**src/logic/sonar_settings.svh**
```systemverilog
`ifndef SONAR_SETTINGS_SVH
`define SONAR_SETTINGS_SVH

// ----------------------------------------------------------
// External RAM
// ----------------------------------------------------------
`define RAM_DATA_W 16 // Data bus width
`define RAM_ADDR_W 19 // Address bus width

// ----------------------------------------------------------
// Acquisition
// ----------------------------------------------------------
`define ADC_DATA_W         10 // ADC sample width
`define ACQ_LINES_W        8  // Line count width
`define ACQ_WORDS_PER_LINE 16 // Samples per line, short for sim

// Test pattern region, starts at address 0
`define FILL_WORDS 256

// Trigger must hold this many cycles
`define DEBOUNCE_DELAY 8

`endif

```
**src/logic/sonar_pkg.sv**
```systemverilog
`include "sonar_settings.svh"

package sonar_pkg;

    // Bus payload types
    typedef logic [`RAM_ADDR_W-1:0]  ram_addr_t;  // One RAM address
    typedef logic [`RAM_DATA_W-1:0]  ram_data_t;  // One RAM word
    typedef logic [`ADC_DATA_W-1:0]  adc_data_t;  // One ADC sample
    typedef logic [`ACQ_LINES_W-1:0] acq_lines_t; // Lines per acquisition

    // Fill pattern opcode
    typedef enum logic {
        FILL_INC, // Data follows address
        FILL_DEC  // Data is inverted address
    } fill_mode_e;

    // Filler FSM
    typedef enum logic {
        FILL_IDLE,
        FILL_RUN
    } fill_state_e;

    // Acquisition FSM
    typedef enum logic {
        ACQ_IDLE,
        ACQ_RUN
    } acq_state_e;

endpackage

```
**src/logic/ram_wr_if.sv**
```systemverilog
`include "sonar_settings.svh"

// One writer's request towards the RAM port
interface ram_wr_if;

    logic                   active; // Writer owns a sequence
    logic                   wen;    // One write per high cycle
    logic [`RAM_ADDR_W-1:0] addr;
    logic [`RAM_DATA_W-1:0] wdata;

    // Writer side
    modport src (output active, output wen, output addr, output wdata);

    // RAM port side
    modport sink (input active, input wen, input addr, input wdata);

endinterface

```
**src/logic/trig_conditioner.sv**
```systemverilog
`include "sonar_settings.svh"

module trig_conditioner (
    input  logic sys_clk,
    input  logic sys_rst,
    input  logic trig_in,   // Raw board trigger, async
    output logic trig_pulse // One cycle per debounced rising edge
);

    localparam int CNT_W = $clog2(`DEBOUNCE_DELAY);

    logic [1:0]       trig_sync; // Two-flop synchronizer
    logic [CNT_W-1:0] stable_cnt;
    logic             trig_level; // Debounced level
    logic             trig_level_q;

    // ----------------------------------------------------------
    // Synchronize and debounce
    // ----------------------------------------------------------
    always_ff @(posedge sys_clk or posedge sys_rst) begin
        if (sys_rst) begin
            trig_sync  <= '0;
            stable_cnt <= '0;
            trig_level <= 1'b0;
        end else begin
            trig_sync <= {trig_sync[0], trig_in};
            if (trig_sync[1] == trig_level) begin
                stable_cnt <= '0; // Glitch gone, start over
            end else if (stable_cnt == CNT_W'(`DEBOUNCE_DELAY - 1)) begin
                trig_level <= trig_sync[1]; // New value held long enough
                stable_cnt <= '0;
            end else begin
                stable_cnt <= stable_cnt + 1'b1;
            end
        end
    end

    // Edge detect on debounced level
    always_ff @(posedge sys_clk or posedge sys_rst) begin
        if (sys_rst) trig_level_q <= 1'b0;
        else         trig_level_q <= trig_level;
    end

    assign trig_pulse = trig_level & ~trig_level_q;

endmodule

```
**src/logic/ram_filler.sv**
```systemverilog
`include "sonar_settings.svh"

module ram_filler (
    input  logic                 sys_clk,
    input  logic                 sys_rst,
    input  logic                 fill_start, // Start pulse, ignored while busy
    input  sonar_pkg::fill_mode_e fill_mode, // Pattern select, taken at start
    output logic                 fill_done,  // Pulse after last write
    ram_wr_if.src                wr
);

    import sonar_pkg::*;

    fill_state_e state;
    fill_mode_e  mode_q;
    ram_addr_t   waddr;
    logic        last_addr;

    assign last_addr = (waddr == ram_addr_t'(`FILL_WORDS - 1));

    // ----------------------------------------------------------
    // FSM and address counter
    // ----------------------------------------------------------
    always_ff @(posedge sys_clk or posedge sys_rst) begin
        if (sys_rst) begin
            state     <= FILL_IDLE;
            mode_q    <= FILL_INC;
            waddr     <= '0;
            fill_done <= 1'b0;
        end else begin
            fill_done <= 1'b0;
            case (state)
                FILL_IDLE: begin
                    if (fill_start) begin
                        state  <= FILL_RUN;
                        mode_q <= fill_mode;
                        waddr  <= '0; // Region always starts at 0
                    end
                end
                FILL_RUN: begin
                    if (last_addr) begin
                        state     <= FILL_IDLE;
                        fill_done <= 1'b1;
                    end else begin
                        waddr <= waddr + 1'b1;
                    end
                end
                default: state <= FILL_IDLE;
            endcase
        end
    end

    // One write every cycle in FILL_RUN
    assign wr.active = (state == FILL_RUN);
    assign wr.wen    = (state == FILL_RUN);
    assign wr.addr   = waddr;

    // Pattern from the low address bits
    assign wr.wdata = (mode_q == FILL_INC) ? ram_data_t'(waddr)
                                           : ~ram_data_t'(waddr);

endmodule

```
**src/logic/acq_writer.sv**
```systemverilog
`include "sonar_settings.svh"

module acq_writer (
    input  logic                  sys_clk,
    input  logic                  sys_rst,
    input  logic                  acq_start,  // Start strobe
    input  logic                  trig_pulse, // Start from external trigger
    input  sonar_pkg::acq_lines_t acq_lines,  // Lines to store, 0 means none
    input  sonar_pkg::adc_data_t  adc_d,      // ADC bus
    output logic                  acq_done,   // Pulse after last write
    ram_wr_if.src                 wr
);

    import sonar_pkg::*;

    localparam int WORD_CNT_W = $clog2(`ACQ_WORDS_PER_LINE);
    localparam int WORD_LAST  = `ACQ_WORDS_PER_LINE - 1;

    acq_state_e             state;
    adc_data_t              adc_q;    // Sample from previous cycle
    acq_lines_t             lines_q;  // Line count of this run
    acq_lines_t             line_cnt;
    logic [WORD_CNT_W-1:0]  word_cnt; // Position inside the line
    ram_addr_t              waddr;
    logic                   start;
    logic                   word_last;
    logic                   line_last;

    assign start     = acq_start | trig_pulse;
    assign word_last = (word_cnt == WORD_CNT_W'(WORD_LAST));
    assign line_last = (line_cnt == lines_q - 1'b1);

    // ADC input flop, free running
    always_ff @(posedge sys_clk) begin
        adc_q <= adc_d;
    end

    // ----------------------------------------------------------
    // Run control and counters
    // ----------------------------------------------------------
    always_ff @(posedge sys_clk or posedge sys_rst) begin
        if (sys_rst) begin
            state    <= ACQ_IDLE;
            lines_q  <= '0;
            line_cnt <= '0;
            word_cnt <= '0;
            waddr    <= '0;
            acq_done <= 1'b0;
        end else begin
            acq_done <= 1'b0;
            case (state)
                ACQ_IDLE: begin
                    if (start && (acq_lines != '0)) begin
                        state    <= ACQ_RUN;
                        lines_q  <= acq_lines;
                        line_cnt <= '0;
                        word_cnt <= '0;
                        waddr    <= '0;
                    end
                end
                ACQ_RUN: begin
                    waddr <= waddr + 1'b1; // Continuous across lines
                    if (word_last) begin
                        word_cnt <= '0;
                        if (line_last) begin
                            state    <= ACQ_IDLE;
                            acq_done <= 1'b1;
                        end else begin
                            line_cnt <= line_cnt + 1'b1;
                        end
                    end else begin
                        word_cnt <= word_cnt + 1'b1;
                    end
                end
                default: state <= ACQ_IDLE;
            endcase
        end
    end

    assign wr.active = (state == ACQ_RUN);
    assign wr.wen    = (state == ACQ_RUN); // No gaps between lines
    assign wr.addr   = waddr;
    assign wr.wdata  = ram_data_t'(adc_q); // Zero-extended sample

endmodule

```
**src/logic/ram_port.sv**
```systemverilog
module ram_port (
    input  logic                 sys_clk,
    input  logic                 sys_rst,
    ram_wr_if.sink               fill_wr, // Test pattern filler, wins
    ram_wr_if.sink               acq_wr,  // Acquisition writer
    output sonar_pkg::ram_addr_t ram_addr,
    output sonar_pkg::ram_data_t ram_wdata,
    output logic                 ram_we_n // Active low strobe
);

    import sonar_pkg::*;

    logic      sel_fill;
    logic      sel_wen;
    ram_addr_t sel_addr;
    ram_data_t sel_wdata;

    // ----------------------------------------------------------
    // Writer select
    // ----------------------------------------------------------
    // Filler owns the port for its whole sequence
    assign sel_fill = fill_wr.active;

    always_comb begin
        if (sel_fill) begin
            sel_wen   = fill_wr.wen;
            sel_addr  = fill_wr.addr;
            sel_wdata = fill_wr.wdata;
        end else begin
            sel_wen   = acq_wr.wen; // Dropped while filler busy
            sel_addr  = acq_wr.addr;
            sel_wdata = acq_wr.wdata;
        end
    end

    // ----------------------------------------------------------
    // Pin flops
    // ----------------------------------------------------------
    always_ff @(posedge sys_clk or posedge sys_rst) begin
        if (sys_rst) begin
            ram_we_n  <= 1'b1;
            ram_addr  <= '0;
            ram_wdata <= '0;
        end else begin
            ram_we_n <= ~sel_wen; // Low for one cycle per write
            if (sel_wen) begin
                // Hold last write between strobes
                ram_addr  <= sel_addr;
                ram_wdata <= sel_wdata;
            end
        end
    end

endmodule

```
**src/logic/sonar_top.sv**
```systemverilog
module sonar_top (
    input  logic                  sys_clk,
    input  logic                  sys_rst,
    // Test pattern fill
    input  logic                  fill_start,
    input  sonar_pkg::fill_mode_e fill_mode,
    output logic                  fill_active,
    output logic                  fill_done,
    // Acquisition
    input  logic                  acq_start,
    input  sonar_pkg::acq_lines_t acq_lines,
    input  logic                  trig_in,  // Board trigger pin
    output logic                  acq_busy,
    output logic                  acq_done,
    // ADC
    output logic                  adc_clk,
    input  sonar_pkg::adc_data_t  adc_d,
    // External RAM, write only
    output sonar_pkg::ram_addr_t  ram_addr,
    output sonar_pkg::ram_data_t  ram_wdata,
    output logic                  ram_we_n
);

    logic trig_pulse;

    ram_wr_if fill_bus ();
    ram_wr_if acq_bus ();

    // ----------------------------------------------------------
    // Trigger and writers
    // ----------------------------------------------------------
    trig_conditioner u_trig_conditioner (
        .sys_clk    (sys_clk),
        .sys_rst    (sys_rst),
        .trig_in    (trig_in),
        .trig_pulse (trig_pulse)
    );

    ram_filler u_ram_filler (
        .sys_clk    (sys_clk),
        .sys_rst    (sys_rst),
        .fill_start (fill_start),
        .fill_mode  (fill_mode),
        .fill_done  (fill_done),
        .wr         (fill_bus.src)
    );

    acq_writer u_acq_writer (
        .sys_clk    (sys_clk),
        .sys_rst    (sys_rst),
        .acq_start  (acq_start),
        .trig_pulse (trig_pulse), // Same effect as acq_start
        .acq_lines  (acq_lines),
        .adc_d      (adc_d),
        .acq_done   (acq_done),
        .wr         (acq_bus.src)
    );

    // ----------------------------------------------------------
    // RAM pins
    // ----------------------------------------------------------
    ram_port u_ram_port (
        .sys_clk   (sys_clk),
        .sys_rst   (sys_rst),
        .fill_wr   (fill_bus.sink),
        .acq_wr    (acq_bus.sink),
        .ram_addr  (ram_addr),
        .ram_wdata (ram_wdata),
        .ram_we_n  (ram_we_n)
    );

    assign fill_active = fill_bus.active;
    assign acq_busy    = acq_bus.active;
    assign adc_clk     = sys_clk; // ADC runs on system clock

endmodule

```
**config.mk**
```make
export PLATFORM = sky130hd
export DESIGN_NAME = sonar_top
export DESIGN_NICKNAME = d
export VERILOG_FILES = /design/src/logic/sonar_pkg.sv /design/src/logic/ram_wr_if.sv /design/src/logic/trig_conditioner.sv /design/src/logic/ram_filler.sv /design/src/logic/acq_writer.sv /design/src/logic/ram_port.sv /design/src/logic/sonar_top.sv
export VERILOG_INCLUDE_DIRS = /design/src /design/src/logic
export SDC_FILE = /design/constraint.sdc
export NUM_CORES = 1
export LEC_CHECK = 0
export BUFFER_PORTS_ARGS = -buffer_cell sky130_fd_sc_hd__buf_2
export CORE_UTILIZATION = 36
export DETAILED_ROUTE_END_ITERATION = 16
export PLACE_DENSITY = 0.54
export SYNTH_ARGS = -nofsm -noshare
export SYNTH_HDL_FRONTEND = slang
export SYNTH_SLANG_ARGS = --single-unit
```
**constraint.sdc**
```tcl
create_clock -name sys_clk -period 3.15 [get_ports sys_clk]
set_clock_uncertainty 0.1 [all_clocks]
set_input_delay 0.1575 -clock sys_clk [delete_from_list [all_inputs] [get_ports sys_clk]]
set_output_delay 0.1575 -clock sys_clk [all_outputs]
set_load 0.03 [all_outputs]
```
==> qor.csv <==
metric;value;unit
p_total;5.39;mW
cts_tree;built;
area_growth;25.7;%
final_hold_viol_count;0;
drt_pre_antenna_iters;11;
critical_path_required;3470;ps
yosys.area.top_type;dfrtp_1;
p_clk_share;40.9;%
rows;44;
drt-wirelength-per-cell;15.0;um
synthTopCellsByCount;dfrtp_1, nand2_1, o21ai_0, mux2i_1, nor2_1;
path_class;register to register;
track_usage;16.9;%
route.met2.wl;6040;um
stdcell_area;6830;um2
gr-total-overflow;0;
syn_nets;582;
start_util;37.1;%
drv_slew;0;
ant_nets;0;
dp_hpwl;8240;um
grt_pass1_vias;4000;
syn_area_per_cell;9.86;um2
status;complete, but fails checks;
max_freq;0.429;GHz
fin_crit;2330;ps
cp_data_arrival_time;2650;ps
cp_max_fo;6;
vdd_drop_max;0.000376;V
placement.io_buffers;64;
synthTopCellsByArea;dfrtp_1, nand2_1, mux2i_1;
wl_met3;479;um
grt_first_pass_wirelength;20500;um
post_cts_buffers;0;
drive_gt1_share;19.1;%
maxCapViolations;0;
fin_crit_sh;74.0;%
layout.nets;666;
die_x;125;um
power_density;789;nW/um2
worstMarginPinSlew;825;ps
die_h;125;um
die_area;15600;um2
synth_seq_area_share;52.5;%
grt_max_degree;59;
syn_inst;551;
fin_setup_tns;0;ps
vias;4169;
diodes;0;
met1_length;5840;um
antenna_found_initial;0;
start_kind;register;
relSlewSlack;45.0;%
placed_cell_area;5930;um2
netlist.area_leader.share;48.4;%
core_area;14600;um2
ys_ff_latch;116;
p_sw;1.72;mW
drc;2;
internal_power;3.67;mW
synth_edf_count;0;
drtIter0Drc;299;
syn_area;5430;um2
pwr-share-seq;40.1;%
synth_cell_type_count;53;
rsz0062_at_grt;no;
gp_congestion;0.824;
finalSetupViolCount;0;
clock_latency;530;ps
violations;DRC;
avgViaCountPerCell;5.01;
synthFlopType;dfrtp_1;
yosys_warnings;0;
leakage;3.18;nW
ios;65;
highest_layer;met4;
synth_most_common_cell;dfrtp_1;
async_flop_share;91.4;%
routed_wirelength;12500;um
cts.clk_slew.worst_paths;60;ps
p_comb_share;19.0;%
min_path_type;primary input to register;
swShare;31.9;%
worstSetupEndpointType;register;
## worst max-delay path: stages (launching register included)
cell	delay [ps]
dfrtp_1	440
inv_1	90
ha_1	290
xnor2_1	240
a21oi_1	100
o2111ai_1	160
nor4_4	90
a211oi_1	410
a21oi_1	130
a31o_1	190
## power by group through the flow
stage	Sequential (mW)	Combinational (mW)	Clock (mW)
after floorplan	2.18	0.702	0.0475
after global placement	2.18	0.980	0.0400
after detailed placement	2.18	1.01	0.0400
after CTS	2.16	1.03	2.25
after global routing	2.22	1.13	2.32
final	2.16	1.02	2.21
## per-layer routing
metal / vias up / track usage, %
li1: 2084 / -
met1: 1997 / 22.1
met2: 81 / 25.9
met3: 7 / 5.28
met4: 0 / 7.17
met5: - / 0
## final timing paths
check | start | end | slack [ps] | depth (start not counted)
min in group asynchronous | sys_rst | u_ram_port.ram_addr[0] | 170 | 3
setup / recovery | u_acq_writer.lines_q[0] | u_acq_writer.line_cnt[4] | 820 | 9
hold / removal | fill_start | u_ram_filler.wr.addr[3] | 60 | 3
hold reg to reg | u_trig_conditioner.trig_sync[0] | u_trig_conditioner.trig_sync[1] | 250 | 0
setup reg to reg | u_acq_writer.lines_q[0] | u_acq_writer.line_cnt[4] | 820 | 9
max in group asynchronous | sys_rst | u_ram_port.ram_addr[14] | 2050 | 4
## registers in the layout (all words and copies together) (netlist names)
register                         count
u_trig_conditioner.stable_cnt        3
u_acq_writer.wr.addr                19
u_ram_filler.fill_done               1
u_ram_filler.mode_q                  1
u_acq_writer.word_cnt                4
u_acq_writer.line_cnt                8
u_ram_filler.wr.addr                19
u_trig_conditioner.trig_sync         2
u_acq_writer.adc_q                  10
u_ram_port.ram_wdata                16
u_ram_port.ram_addr                 19
u_ram_port.ram_we_n                  1
u_acq_writer.acq_done                1
u_acq_writer.lines_q                 8
u_trig_conditioner.trig_level        1
u_trig_conditioner.trig_level_q      1
u_ram_filler.wr.active               1
u_acq_writer.wr.active               1
## what timing repair did
action,4_1_cts,5_1_grt
gates resized for setup,0,0
hold endpoints to repair,68,0
hold buffers,22,0
endpoints found under the setup margin,0,0
## cells in the final DEF, fill, tap and decap left out, drive strengths merged, types with 3 or more instances in the layout
cell type,Yosys,layout
o211ai,7,7
a22o,5,5
nor3,6,6
dlygate4sd3,0,22
ha,7,7
inv,9,11
o21ai,61,61
nand2,101,101
nand3,24,24
clkinv,0,5
nor4,5,5
a211oi,3,3
nor2b,6,6
o31ai,9,9
nor2,32,32
nand2b,8,8
xor2,23,23
dfxtp,10,10
buf,13,71
a21oi,10,10
bufinv,0,3
a31o,5,5
mux2i,33,33
dfrtp,105,105
and3,4,4
nand4,10,10
clkbuf,18,21
xnor2,14,14
clkinvlp,0,4
## layout make-up
| type | count | area, um2 |
|---|---|---|
| Multi-Input combinational cell | 395 | 2420 |
| Inverter | 9 | 36.3 |
| Sequential cell | 116 | 2860 |
| Timing Repair Buffer | 92 | 601 |
| Tap cell | 184 | 230 |
| Clock inverter | 14 | 178 |
| Clock buffer | 22 | 509 |
| Fill cell | 1409 | 7820 |
## through the flow
stage | util [%] | hold WS (ps) | setup WS (ps) | instances
after global routing | 46.6 | 49.7 | 612 | 832
after global placement | 40.5 | 160 | 938 | 775
final | 46.6 | 57.0 | 819 | 832
after CTS | 46.6 | 53.1 | 833 | 832
after detailed placement | 40.5 | 162 | 845 | 775
after floorplan | - | 85.2 | 105 | 551
## cells by family (layout without fill, tap and decap cells)
kind of cell | Yosys count | count (layout) | synth area share [%]
flip-flops | 116 | 116 | 52.5
XOR/XNOR | 37 | 37 | 5.96
multiplexers | 34 | 34 | 6.29
AND/OR/NAND/NOR | 206 | 206 | 17.7
adder cells (fa/ha/maj) | 7 | 7 | 1.61
AO/OA/AOI/OAI | 111 | 111 | 12.9
buffers and inverters | 40 | 137 | 2.97
No activity file was read; power rests on OpenSTA's default activity.
